### src/design/core_pkg.sv
package core_pkg;

	localparam int REG_ADDR_W = 5;

	// operation selected by decode, carried into execute
	typedef enum logic [3:0] {
		ADD,
		SUB,
		SLL,
		SLT,
		SLTU,
		XOR,
		SRL,
		SRA,
		OR,
		AND,
		PASS_B
	} alu_op_t;

	// source of alu operand b
	typedef enum logic {
		REG,
		IMM
	} op_b_sel_t;

endpackage

### src/design/isa_pkg.sv
package isa_pkg;

	// major opcodes
	localparam logic [6:0] OP_REG = 7'b0110011;
	localparam logic [6:0] OP_IMM = 7'b0010011;
	localparam logic [6:0] OP_LUI = 7'b0110111;

	// funct3 field, shared by register and immediate forms
	localparam logic [2:0] F3_ADD_SUB = 3'b000;
	localparam logic [2:0] F3_SLL     = 3'b001;
	localparam logic [2:0] F3_SLT     = 3'b010;
	localparam logic [2:0] F3_SLTU    = 3'b011;
	localparam logic [2:0] F3_XOR     = 3'b100;
	localparam logic [2:0] F3_SRL_SRA = 3'b101;
	localparam logic [2:0] F3_OR      = 3'b110;
	localparam logic [2:0] F3_AND     = 3'b111;

	// bit 30 set, picks sub and sra
	localparam logic [6:0] FUNCT7_ALT = 7'b0100000;

	typedef struct packed {
		logic [6:0] funct7;
		logic [4:0] rs2;
		logic [4:0] rs1;
		logic [2:0] funct3;
		logic [4:0] rd;
		logic [6:0] opcode;
	} r_fmt_t;

	typedef struct packed {
		logic [11:0] imm12;
		logic [4:0]  rs1;
		logic [2:0]  funct3;
		logic [4:0]  rd;
		logic [6:0]  opcode;
	} i_fmt_t;

	// same 32-bit word seen as R-type or I-type
	typedef union packed {
		r_fmt_t r_fmt;
		i_fmt_t i_fmt;
	} inst_t;

endpackage

### src/design/decode_unit.sv
`timescale 1ns/100ps

module decode_unit
	import isa_pkg::*;
	import core_pkg::*;
#(
	parameter int XLEN = 32
) (
	input  logic                  clk,
	input  logic                  rst,
	input  logic                  inst_valid,
	input  logic [31:0]           inst,
	input  logic [XLEN-1:0]       rs1_data,
	input  logic [XLEN-1:0]       rs2_data,
	output logic [REG_ADDR_W-1:0] rs1_addr,
	output logic [REG_ADDR_W-1:0] rs2_addr,
	output logic                  d_valid,
	output logic [31:0]           d_inst,
	output alu_op_t               d_alu_op,
	output op_b_sel_t             d_op_b_sel,
	output logic [XLEN-1:0]       d_imm,
	output logic [REG_ADDR_W-1:0] d_rs1_addr,
	output logic [REG_ADDR_W-1:0] d_rs2_addr,
	output logic [XLEN-1:0]       d_rs1_data,
	output logic [XLEN-1:0]       d_rs2_data,
	output logic                  d_rd_wena,
	output logic [REG_ADDR_W-1:0] d_rd_addr,
	output logic                  d_illegal
);

	inst_t     word;
	alu_op_t   alu_op;
	op_b_sel_t op_b_sel;
	logic [XLEN-1:0] imm;
	logic illegal;
	logic f7_zero;
	logic f7_alt;
	logic sh_zero;
	logic sh_alt;
	logic sh_bit5;

	assign word = inst_t'(inst);

	// source reads go straight to the register file
	assign rs1_addr = word.r_fmt.rs1;
	assign rs2_addr = word.r_fmt.rs2;

	assign f7_zero = word.r_fmt.funct7 == 7'b0;
	assign f7_alt  = word.r_fmt.funct7 == FUNCT7_ALT;

	// immediate shifts: imm12[11:6] is funct6, imm12[5] is shamt bit 5
	assign sh_zero = word.i_fmt.imm12[11:6] == 6'b0;
	assign sh_alt  = word.i_fmt.imm12[11:6] == FUNCT7_ALT[6:1];
	assign sh_bit5 = word.i_fmt.imm12[5] && (XLEN == 32);

	always_comb begin
		alu_op = ADD;
		op_b_sel = REG;
		imm = '0;
		illegal = 1'b0;
		case (word.r_fmt.opcode)
			OP_REG: begin
				case (word.r_fmt.funct3)
					F3_ADD_SUB: alu_op = f7_alt ? SUB : ADD;
					F3_SLL:     alu_op = SLL;
					F3_SLT:     alu_op = SLT;
					F3_SLTU:    alu_op = SLTU;
					F3_XOR:     alu_op = XOR;
					F3_SRL_SRA: alu_op = f7_alt ? SRA : SRL;
					F3_OR:      alu_op = OR;
					F3_AND:     alu_op = AND;
				endcase
				// alt funct7 only valid for sub and sra
				illegal = !(f7_zero || (f7_alt && (word.r_fmt.funct3 == F3_ADD_SUB ||
					word.r_fmt.funct3 == F3_SRL_SRA)));
			end
			OP_IMM: begin
				op_b_sel = IMM;
				imm = XLEN'($signed(word.i_fmt.imm12));
				case (word.i_fmt.funct3)
					F3_ADD_SUB: alu_op = ADD;
					F3_SLL: begin
						alu_op = SLL;
						illegal = !sh_zero || sh_bit5;
					end
					F3_SLT:  alu_op = SLT;
					F3_SLTU: alu_op = SLTU;
					F3_XOR:  alu_op = XOR;
					F3_SRL_SRA: begin
						alu_op = sh_alt ? SRA : SRL;
						illegal = !(sh_zero || sh_alt) || sh_bit5;
					end
					F3_OR:  alu_op = OR;
					F3_AND: alu_op = AND;
				endcase
			end
			OP_LUI: begin
				alu_op = PASS_B;
				op_b_sel = IMM;
				// upper 20 bits of the word, low 12 zero
				imm = XLEN'($signed({word.i_fmt.imm12, word.i_fmt.rs1, word.i_fmt.funct3,
					12'b0}));
			end
			default: illegal = 1'b1;
		endcase
	end

	always_ff @(posedge clk) begin
		if (rst) begin
			d_valid <= 1'b0;
			d_rd_wena <= 1'b0;
			d_illegal <= 1'b0;
		end else begin
			d_valid <= inst_valid;
			d_rd_wena <= inst_valid && !illegal && word.r_fmt.rd != '0;
			d_illegal <= inst_valid && illegal;
		end
	end

	always_ff @(posedge clk) begin
		d_inst <= inst;
		d_alu_op <= alu_op;
		d_op_b_sel <= op_b_sel;
		d_imm <= imm;
		d_rs1_addr <= word.r_fmt.rs1;
		d_rs2_addr <= word.r_fmt.rs2;
		d_rs1_data <= rs1_data;
		d_rs2_data <= rs2_data;
		d_rd_addr <= word.r_fmt.rd;
	end

	// a valid word must be fully known
	assert property (@(posedge clk) disable iff (rst) inst_valid |-> !$isunknown(inst));

endmodule

### src/design/execute_unit.sv
`timescale 1ns/100ps

module execute_unit
	import core_pkg::*;
#(
	parameter int XLEN = 32
) (
	input  logic                  clk,
	input  logic                  rst,
	input  logic                  d_valid,
	input  logic [31:0]           d_inst,
	input  alu_op_t               d_alu_op,
	input  op_b_sel_t             d_op_b_sel,
	input  logic [XLEN-1:0]       d_imm,
	input  logic [REG_ADDR_W-1:0] d_rs1_addr,
	input  logic [REG_ADDR_W-1:0] d_rs2_addr,
	input  logic [XLEN-1:0]       d_rs1_data,
	input  logic [XLEN-1:0]       d_rs2_data,
	input  logic                  d_rd_wena,
	input  logic [REG_ADDR_W-1:0] d_rd_addr,
	input  logic                  d_illegal,
	output logic                  e_valid,
	output logic [31:0]           e_inst,
	output logic                  e_illegal,
	output logic                  e_rd_wena,
	output logic [REG_ADDR_W-1:0] e_rd_addr,
	output logic [XLEN-1:0]       e_result
);

	localparam int SHAMT_W = (XLEN == 64) ? 6 : 5;

	logic fwd_rs1;
	logic fwd_rs2;
	logic [XLEN-1:0] op_a;
	logic [XLEN-1:0] rs2_val;
	logic [XLEN-1:0] op_b;
	logic [SHAMT_W-1:0] shamt;
	logic [XLEN-1:0] alu_result;

	// previous result not yet in the register file
	assign fwd_rs1 = e_valid && e_rd_wena && e_rd_addr == d_rs1_addr && e_rd_addr != '0;
	assign fwd_rs2 = e_valid && e_rd_wena && e_rd_addr == d_rs2_addr && e_rd_addr != '0;

	assign op_a    = fwd_rs1 ? e_result : d_rs1_data;
	assign rs2_val = fwd_rs2 ? e_result : d_rs2_data;
	assign op_b    = (d_op_b_sel == IMM) ? d_imm : rs2_val;
	assign shamt   = op_b[SHAMT_W-1:0];

	always_comb begin
		case (d_alu_op)
			ADD:     alu_result = op_a + op_b;
			SUB:     alu_result = op_a - op_b;
			SLL:     alu_result = op_a << shamt;
			SLT:     alu_result = XLEN'($signed(op_a) < $signed(op_b));
			SLTU:    alu_result = XLEN'(op_a < op_b);
			XOR:     alu_result = op_a ^ op_b;
			SRL:     alu_result = op_a >> shamt;
			SRA:     alu_result = $signed(op_a) >>> shamt;
			OR:      alu_result = op_a | op_b;
			AND:     alu_result = op_a & op_b;
			// lui
			PASS_B:  alu_result = op_b;
			default: alu_result = '0;
		endcase
	end

	always_ff @(posedge clk) begin
		if (rst) begin
			e_valid <= 1'b0;
			e_rd_wena <= 1'b0;
			e_illegal <= 1'b0;
		end else begin
			e_valid <= d_valid;
			e_rd_wena <= d_valid && d_rd_wena;
			e_illegal <= d_valid && d_illegal;
		end
	end

	always_ff @(posedge clk) begin
		e_inst <= d_inst;
		e_rd_addr <= d_rd_addr;
		e_result <= alu_result;
	end

	assert property (@(posedge clk) disable iff (rst) !$isunknown(e_valid));

endmodule

### src/design/result_stage.sv
`timescale 1ns/100ps

module result_stage
	import core_pkg::*;
#(
	parameter int XLEN = 32
) (
	input  logic                  clk,
	input  logic                  rst,
	input  logic [REG_ADDR_W-1:0] rs1_addr,
	input  logic [REG_ADDR_W-1:0] rs2_addr,
	input  logic                  e_valid,
	input  logic [31:0]           e_inst,
	input  logic                  e_illegal,
	input  logic                  e_rd_wena,
	input  logic [REG_ADDR_W-1:0] e_rd_addr,
	input  logic [XLEN-1:0]       e_result,
	output logic [XLEN-1:0]       rs1_data,
	output logic [XLEN-1:0]       rs2_data,
	output logic                  retire_valid,
	output logic [31:0]           retire_inst,
	output logic                  retire_illegal,
	output logic                  retire_rd_wena,
	output logic [REG_ADDR_W-1:0] retire_rd_addr,
	output logic [XLEN-1:0]       retire_rd_data
);

	// x0 is not stored
	logic [XLEN-1:0] regs [1:31];
	logic wr_en;

	assign wr_en = e_valid && e_rd_wena;

	always_ff @(posedge clk) begin
		if (rst) begin
			for (int i = 1; i < 32; i++) begin
				regs[i] <= '0;
			end
		end else if (wr_en) begin
			regs[e_rd_addr] <= e_result;
		end
	end

	// write-through so decode sees the value landing at the next edge
	function automatic logic [XLEN-1:0] read_reg(input logic [REG_ADDR_W-1:0] addr);
		if (addr == '0) begin
			return '0;
		end
		if (wr_en && addr == e_rd_addr) begin
			return e_result;
		end
		return regs[addr];
	endfunction

	always_comb begin
		rs1_data = read_reg(rs1_addr);
		rs2_data = read_reg(rs2_addr);
	end

	// retire reports the instruction being written back this cycle
	assign retire_valid   = e_valid;
	assign retire_inst    = e_inst;
	assign retire_illegal = e_illegal;
	assign retire_rd_wena = e_rd_wena;
	assign retire_rd_addr = e_rd_addr;
	assign retire_rd_data = e_result;

	// decode must have dropped the write enable for rd x0
	assert property (@(posedge clk) disable iff (rst) wr_en |-> e_rd_addr != '0);

endmodule

### src/design/rv_core.sv
`timescale 1ns/100ps

module rv_core
	import core_pkg::*;
#(
	parameter int XLEN = 32
) (
	input  logic            clk,
	input  logic            rst,
	input  logic            inst_valid,
	input  logic [31:0]     inst,
	output logic            retire_valid,
	output logic            retire_illegal,
	output logic            retire_rd_wena,
	output logic [31:0]     retire_inst,
	output logic [4:0]      retire_rd_addr,
	output logic [XLEN-1:0] retire_rd_data
);

	// register file read ports
	logic [REG_ADDR_W-1:0] rs1_addr;
	logic [REG_ADDR_W-1:0] rs2_addr;
	logic [XLEN-1:0]       rs1_data;
	logic [XLEN-1:0]       rs2_data;

	// decode -> execute
	logic                  d_valid;
	logic [31:0]           d_inst;
	alu_op_t               d_alu_op;
	op_b_sel_t             d_op_b_sel;
	logic [XLEN-1:0]       d_imm;
	logic [REG_ADDR_W-1:0] d_rs1_addr;
	logic [REG_ADDR_W-1:0] d_rs2_addr;
	logic [XLEN-1:0]       d_rs1_data;
	logic [XLEN-1:0]       d_rs2_data;
	logic                  d_rd_wena;
	logic [REG_ADDR_W-1:0] d_rd_addr;
	logic                  d_illegal;

	// execute -> result
	logic                  e_valid;
	logic [31:0]           e_inst;
	logic                  e_illegal;
	logic                  e_rd_wena;
	logic [REG_ADDR_W-1:0] e_rd_addr;
	logic [XLEN-1:0]       e_result;

	decode_unit #(
		.XLEN(XLEN)
	) decode_unit_i (
		.clk(clk),
		.rst(rst),
		.inst_valid(inst_valid),
		.inst(inst),
		.rs1_data(rs1_data),
		.rs2_data(rs2_data),
		.rs1_addr(rs1_addr),
		.rs2_addr(rs2_addr),
		.d_valid(d_valid),
		.d_inst(d_inst),
		.d_alu_op(d_alu_op),
		.d_op_b_sel(d_op_b_sel),
		.d_imm(d_imm),
		.d_rs1_addr(d_rs1_addr),
		.d_rs2_addr(d_rs2_addr),
		.d_rs1_data(d_rs1_data),
		.d_rs2_data(d_rs2_data),
		.d_rd_wena(d_rd_wena),
		.d_rd_addr(d_rd_addr),
		.d_illegal(d_illegal)
	);

	execute_unit #(
		.XLEN(XLEN)
	) execute_unit_i (
		.clk(clk),
		.rst(rst),
		.d_valid(d_valid),
		.d_inst(d_inst),
		.d_alu_op(d_alu_op),
		.d_op_b_sel(d_op_b_sel),
		.d_imm(d_imm),
		.d_rs1_addr(d_rs1_addr),
		.d_rs2_addr(d_rs2_addr),
		.d_rs1_data(d_rs1_data),
		.d_rs2_data(d_rs2_data),
		.d_rd_wena(d_rd_wena),
		.d_rd_addr(d_rd_addr),
		.d_illegal(d_illegal),
		.e_valid(e_valid),
		.e_inst(e_inst),
		.e_illegal(e_illegal),
		.e_rd_wena(e_rd_wena),
		.e_rd_addr(e_rd_addr),
		.e_result(e_result)
	);

	result_stage #(
		.XLEN(XLEN)
	) result_stage_i (
		.clk(clk),
		.rst(rst),
		.rs1_addr(rs1_addr),
		.rs2_addr(rs2_addr),
		.e_valid(e_valid),
		.e_inst(e_inst),
		.e_illegal(e_illegal),
		.e_rd_wena(e_rd_wena),
		.e_rd_addr(e_rd_addr),
		.e_result(e_result),
		.rs1_data(rs1_data),
		.rs2_data(rs2_data),
		.retire_valid(retire_valid),
		.retire_inst(retire_inst),
		.retire_illegal(retire_illegal),
		.retire_rd_wena(retire_rd_wena),
		.retire_rd_addr(retire_rd_addr),
		.retire_rd_data(retire_rd_data)
	);

endmodule

### config.mk
export PLATFORM = sky130hd
export DESIGN_NAME = rv_core
export DESIGN_NICKNAME = d
export VERILOG_FILES = /design/src/design/core_pkg.sv /design/src/design/isa_pkg.sv /design/src/design/decode_unit.sv /design/src/design/execute_unit.sv /design/src/design/result_stage.sv /design/src/design/rv_core.sv
export SDC_FILE = /design/constraint.sdc
export NUM_CORES = 2
export LEC_CHECK = 0
export BUFFER_PORTS_ARGS = -buffer_cell sky130_fd_sc_hd__buf_2
export CORE_ASPECT_RATIO = 0.75
export CORE_MARGIN = 2
export CORE_UTILIZATION = 48
export DETAILED_ROUTE_END_ITERATION = 16
export PLACE_DENSITY = 0.65
export SLEW_MARGIN = 30
export SYNTH_ARGS = -nofsm -noshare
export SYNTH_HDL_FRONTEND = slang
export SYNTH_SLANG_ARGS = --single-unit
### constraint.sdc
create_clock -name clk -period 9.7 [get_ports clk]
set_input_delay 0.97 -clock clk [delete_from_list [all_inputs] [get_ports clk]]
set_output_delay 0.97 -clock clk [all_outputs]
set_load 0.05 [all_outputs]
After elaboration in Yosys (flattened, before gate mapping)
Memory sizes are Yosys's and may differ from the RTL's.
Cells that the tools add are included.
- RAM bits: 992
- output and inout bits: 72
- memories: 1
- bits in registers: 223
- memory list (memory ; words ; width ; rd ports ; clocked after Yosys merged registers in ; write ports ; RTL line ; source):
    result_stage_i.regs ; 31 ; 32 ; 2 ; 0 ; 31 ; result_stage.sv:29 ; logic [XLEN-1:0] regs [1:31];
- muxes and demuxes: 36
- bitwise gates (word level): 3
- shift operators: 3
- add/sub/neg operators: 2
- reductions and logical operators: 32
- magnitude comparators: 2
- equality and inequality tests: 26
- operator list (kind ; number):
    32-bit 2-to-1 mux ; 12
    32-bit one-hot mux with 11 select lines ; 1
    32-bit less-than comparator ; 2
    32-bit one-hot mux with 2 select lines ; 1
    4-bit one-hot mux with 8 select lines ; 2
    32-bit adder ; 1
    32-bit AND ; 1
    32-bit bitwise OR ; 1
    32-bit OR reduction ; 1
    32-bit by 5-bit << shifter with 32-bit output ; 1
    32-bit by 5-bit right shift with 32-bit output ; 1
    32-bit by 5-bit >>> shifter with 32-bit output ; 1
    32-bit subtractor ; 1
    32-bit bitwise XOR ; 1
    7-bit by 6-bit == test with 1-bit output, second input constant ; 3
    5-bit == test ; 4
    4-bit by 3-bit == test with 1-bit output, second input constant ; 4
    1-bit 2-to-1 mux ; 16
    1-bit logical AND ; 13
    3-bit == test, second input constant ; 4
    4-bit == test, second input constant ; 3
    4-bit one-hot mux with 3 select lines ; 1
    5-bit logical NOT ; 2
    5-bit nonzero test ; 2
    other kinds (16) ; 25

Logic depth before layout (Yosys ltp)
- depth in word-level cells: 9
- depth in mapped cells: 22
- mapped depth without buffers: 18

Hierarchy
From an unflattened synthesis, not the netlist that was laid out.
- cells, all modules: 5822
- area, all modules: 71234.6 µm²
- modules (own cells, without submodules) (module ; seq. area each (µm²) ; cells each ; instances ; area an instance (µm²)):
    result_stage ; 30749.5 ; 3918 ; 1 ; 55720.9
    execute_unit ; 1441.4 ; 1667 ; 1 ; 12089.1
    decode_unit ; 2722.6 ; 237 ; 1 ; 3424.5

Worst setup path before layout
OpenSTA, ideal clock, no wires.
- path kind: register to register
- start point: register execute_unit_i.e_inst[9] (netlist name)
- end point: register execute_unit_i.e_result[30]
- path buffers: 5
- arrival: 5327 ps
- stages on the path, launching flop included: 23
- library setup time: 134 ps
- slack: 4239 ps
- clock period less this slack: 5461 ps
- cell sequence: dfxtp_1 or3_1 buf_2 o311ai_4 o211ai_2 nand3_2 buf_4 buf_6 buf_2 buf_2 ha_1 inv_1 fa_1 nor2b_1 o2111a_1 o41ai_1 a21oi_1 o311ai_1 a31oi_1 o41a_1 nor4bb_1 o21ai_0 or4b_1
- RTL lines (item ; RTL line ; source):
    end signal, assigned ; execute_unit.sv:82 ; e_result <= alu_result;
    end, declared ; execute_unit.sv:27 ; output logic [XLEN-1:0] e_result

==> metrics.md <==
| Metric | Value |
|---|---|
| VDD IR-drop max | 0.0001760 V |
| Pin slew with the least headroom to its limit | ~1.2 ns |
| Synthesized area per cell | between 10 and 15 sq um |
| Met2 track demand over resource in global routing | between 50% and 60% |
| Post-layout util | roughly 53% |
| Leakage component of the power | 28.09 nW |
| DRC violations left | 0 |
| Period utilization | between 70% and 80% |
| Via Count | roughly 48000 |
| Fraction of layout cells with a size suffix above 1 | 24.60% |
| Result of the run | finished, final reports clean |
| Cell row count | 121 |
| Predominant post-synthesis flop cell | edfxtp_1 |
| Sequential-to-total area share from yosys stat | 49.98% |
| Max Clk Rate | 141.0 MHz |
| Layer with the highest usage after global routing | met1 |
| Met3 capacity usage during global routing | 10.18% |
| DP HPWL | 171500 um |
| Number of fill cells in the layout | 11920 |
| Initial standard-cell utilization of the core | 48.18% |
| Library cell occupying the most area in the post-synthesis netlist | edfxtp_1 |
| Setup TNS Final | 0 ns |
| Number of global-route vias before repair | 46710 |
| Area after DPL | 72330 sq um |
| Final setup skew | 0.03502 ns |
| Routing usage on met1 | 51.69% |
| Family with the most delay on the worst path | compound AO/OA/AOI/OAI gates |
| Pin count of the biggest net entering global routing | 116 |
| Wire length of the first global-routing pass | roughly 370000 um |
| Post-route worst hold slack | 0.3009 ns |
| Layout area overhead | 9.508% |
| GPL Wtd Cong | 1.049 |
| Clock tree from TritonCTS | done |
| Worst setup SP type | register |
| Cell type of the slowest stage on the worst timing path | o311ai_1 |
| Post-layout nets | 5206 |
| CP Cell Sequence | or3_1 -> o311a_4 -> nand2_4 -> o311a_2 -> inv_4 -> ha_1 -> o2111a_1 -> o41ai_1 -> a21oi_1 -> o311ai_1 -> a31oi_1 -> o41a_1 -> nor4bb_1 -> o21ai_0 -> or4b_1 |
| Number of buffers inserted to repair setup after CTS | 0 |
| WP data required | 10.35 ns |
| Relative slew slack | 22.26% |
| Type of the worst setup path | register to register |
| Gate count of the mapped netlist | 5160 |
| Final Hold Fails | 0 |
| Die Wd | 443.9 um |
| Die Span Y | 333.9 um |
| CP max stage delay | 0.80 ns |
| Multi-input gate area | between 30000 and 40000 sq um |
| Antenna violations before repair | 27 |
| Final routed wirelength across all metal layers | between 200000 and 300000 um |
| Cts-stage hold buffer count | 0 |
| Biggest area contributors in the synthesized netlist | edfxtp_1 (44%), mux4_2 (21%), and2_1 (9.1%) |
| Most frequent cells after synthesis | edfxtp_1 (1024), and2_1 (1013), mux4_2 (638) |
| Worst Hold Class | input pin to register |
| Number of detailed-routing iterations run before antenna repair | 6 |
| Critical path arrival | 7.75 ns |
| All-layer global routing usage | roughly 35% |
| Die outline area | around 150000 sq um |
| Pre-CTS worst setup slack | 2.949 ns |
| Buffer type at the clock tree root | clkbuf_16 |
| Pins Over Slew Limit | 0 |
| Post-Synthesis Cell Area | 69650 sq um |
| Unrepaired setup endpoints after global routing | false |
| IO Count | between 100 and 150 |
| Number of antenna-violating nets in the routed design | 0 |
| CP Capture Type | register |
| Area fraction of the dominant cell type after synthesis | between 40 and 50% |
| Minimum setup slack in the final design | around 2.6 ns |
| Number of clock sinks seen by CTS | ~1200 |
| Unique masters post-synth | 92 |
| Count of endpoints failing setup in the final report | 0 |
| Wire length per cell | 37.40 um |
| Latest clock arrival within the worst-skew pair | between 0.7 and 0.8 ns |
| Cell with the most instances after synthesis | edfxtp_1 |
| TritonCTS buffer count | 119 |
| Number of enable flip-flop cells after synthesis | approximately 1000 |
| Nets in the synthesized netlist | 5294 |
| WP buf/inv | 1 |
| Synth Register Bits | 1227 |
| Final design area excluding fillers | approximately 76000 sq um |
| FFs w/ async S/R, synth | 0% |
| Count of buffers from port buffering | around 110 |
| Aggregate global routing overflow | 0 |
| Synth warnings | 0 |
| Biggest fanout along the worst timing path | 32 |
| DRC violation total after the first TritonRoute iteration | 7989 |
| Area occupied by registers | 34820 sq um |
| Vias per Instance | 6.834 |
| Longest Clk Path Bufs | 3 |
| Floorplan Core Area | 144600 sq um |
| Clock-pin slew on the worst setup and hold paths | 0.07 ns |
| Pwr/cell area | 193.4 nW/um^2 |
| Gates resized, CTS repair | 0 |
| Count of max-cap constraint violations | 0 |
| CTS HTree Levels | 3 |
| Shortest period the worst path allows | 7.091 ns |
[state kept, by name, indices dropped and copies added, names as in the netlist, 4 cells and up]
| name | count |
|---|---|
| result_stage_i.regs | 1024 |
| decode_unit_i.d_imm | 32 |
| decode_unit_i.d_inst | 32 |
| decode_unit_i.d_rs1_data | 32 |
| decode_unit_i.d_rs2_data | 32 |
| execute_unit_i.e_inst | 32 |
| execute_unit_i.e_result | 32 |
| decode_unit_i.d_alu_op | 4 |
[logic make-up after synthesis]
group / Yosys count / synth area share [%]
AO/OA/AOI/OAI: 682 / 6.824
XOR/XNOR: 31 / 0.4006
buffers and inverters: 589 / 3.386
adder cells (fa/ha/maj): 99 / 1.800
multiplexers: 885 / 24.31
AND/OR/NAND/NOR: 1647 / 13.30
flip-flops: 1227 / 49.98
[worst register-to-register path: cells and delay by family (launching register included)]
kind	cells	cell delay, ns
buffers and inverters	1	0.36
AO/OA/AOI/OAI	9	4.08
adder cells (fa/ha/maj)	1	0.34
AND/OR/NAND/NOR	4	1.66
flip-flops	1	0.50
[placed cells by master (no fill, tap or decap), types with 37 or more instances in the layout]
cell / instances
buf_4: 179
mux2i_1: 200
inv_1: 90
mux4_2: 638
buf_2: 97
o21ai_0: 103
mux2_2: 37
a211oi_1: 93
nor2_1: 208
clkbuf_16: 123
a21oi_1: 133
ha_1: 97
dfxtp_1: 200
edfxtp_1: 1024
and2_1: 1012
nand2_1: 166
or2_2: 40
o22ai_1: 39
[metrics by stage]
step / total power [mW] / cells
finish: 14.75 / 7085
global route: 15.12 / 7080
CTS: 14.66 / 7079
detailed placement: 9.973 / 6856
global placement: 9.967 / 6855
floorplan: 8.479 / 5160
[routing by layer]
| layer | vias to the layer above | part of all wire (%) |
|---|---|---|
| met4 | 12 | 3.9 |
| met3 | 514 | 13 |
| met5 | - | 0.032 |
| met2 | 3322 | 43 |
| met1 | 24990 | 41 |
| li1 | 19580 | - |
[path summary, 6_finish.rpt]
kind	startpoint	endpoint	slack, ns	cells after the start
worst min register to register	decode_unit_i.d_inst[28]	execute_unit_i.e_inst[28]	0.33	0
worst min-delay path	inst[11]	decode_unit_i.d_inst[11]	0.30	1
worst max register to register	execute_unit_i.e_inst[10]	execute_unit_i.e_result[30]	2.61	15
worst max-delay path	execute_unit_i.e_inst[10]	execute_unit_i.e_result[30]	2.61	15
[area by class of cell]
cell class                      count  share of cell area [%]
Clock buffer                      144                   4.178
Antenna cell                        5                 0.01640
Sequential cell                  1227                   45.65
Inverter                           93                  0.4609
Multi-Input combinational cell   3344                   43.01
Timing Repair Buffer              287                   2.646
Tap cell                         1906                   3.127
Clock inverter                     79                  0.9137
[report_power, final]
group | internal (mW) | switching, mW | total (mW)
clock | 2.59 | 2.17 | 4.75
sequential | 5.97 | 0.199 | 6.17
combinational | 1.10 | 2.73 | 3.83
total | 9.66 | 5.09 | 14.8
Note: power is estimated with default switching activity, not from simulation.
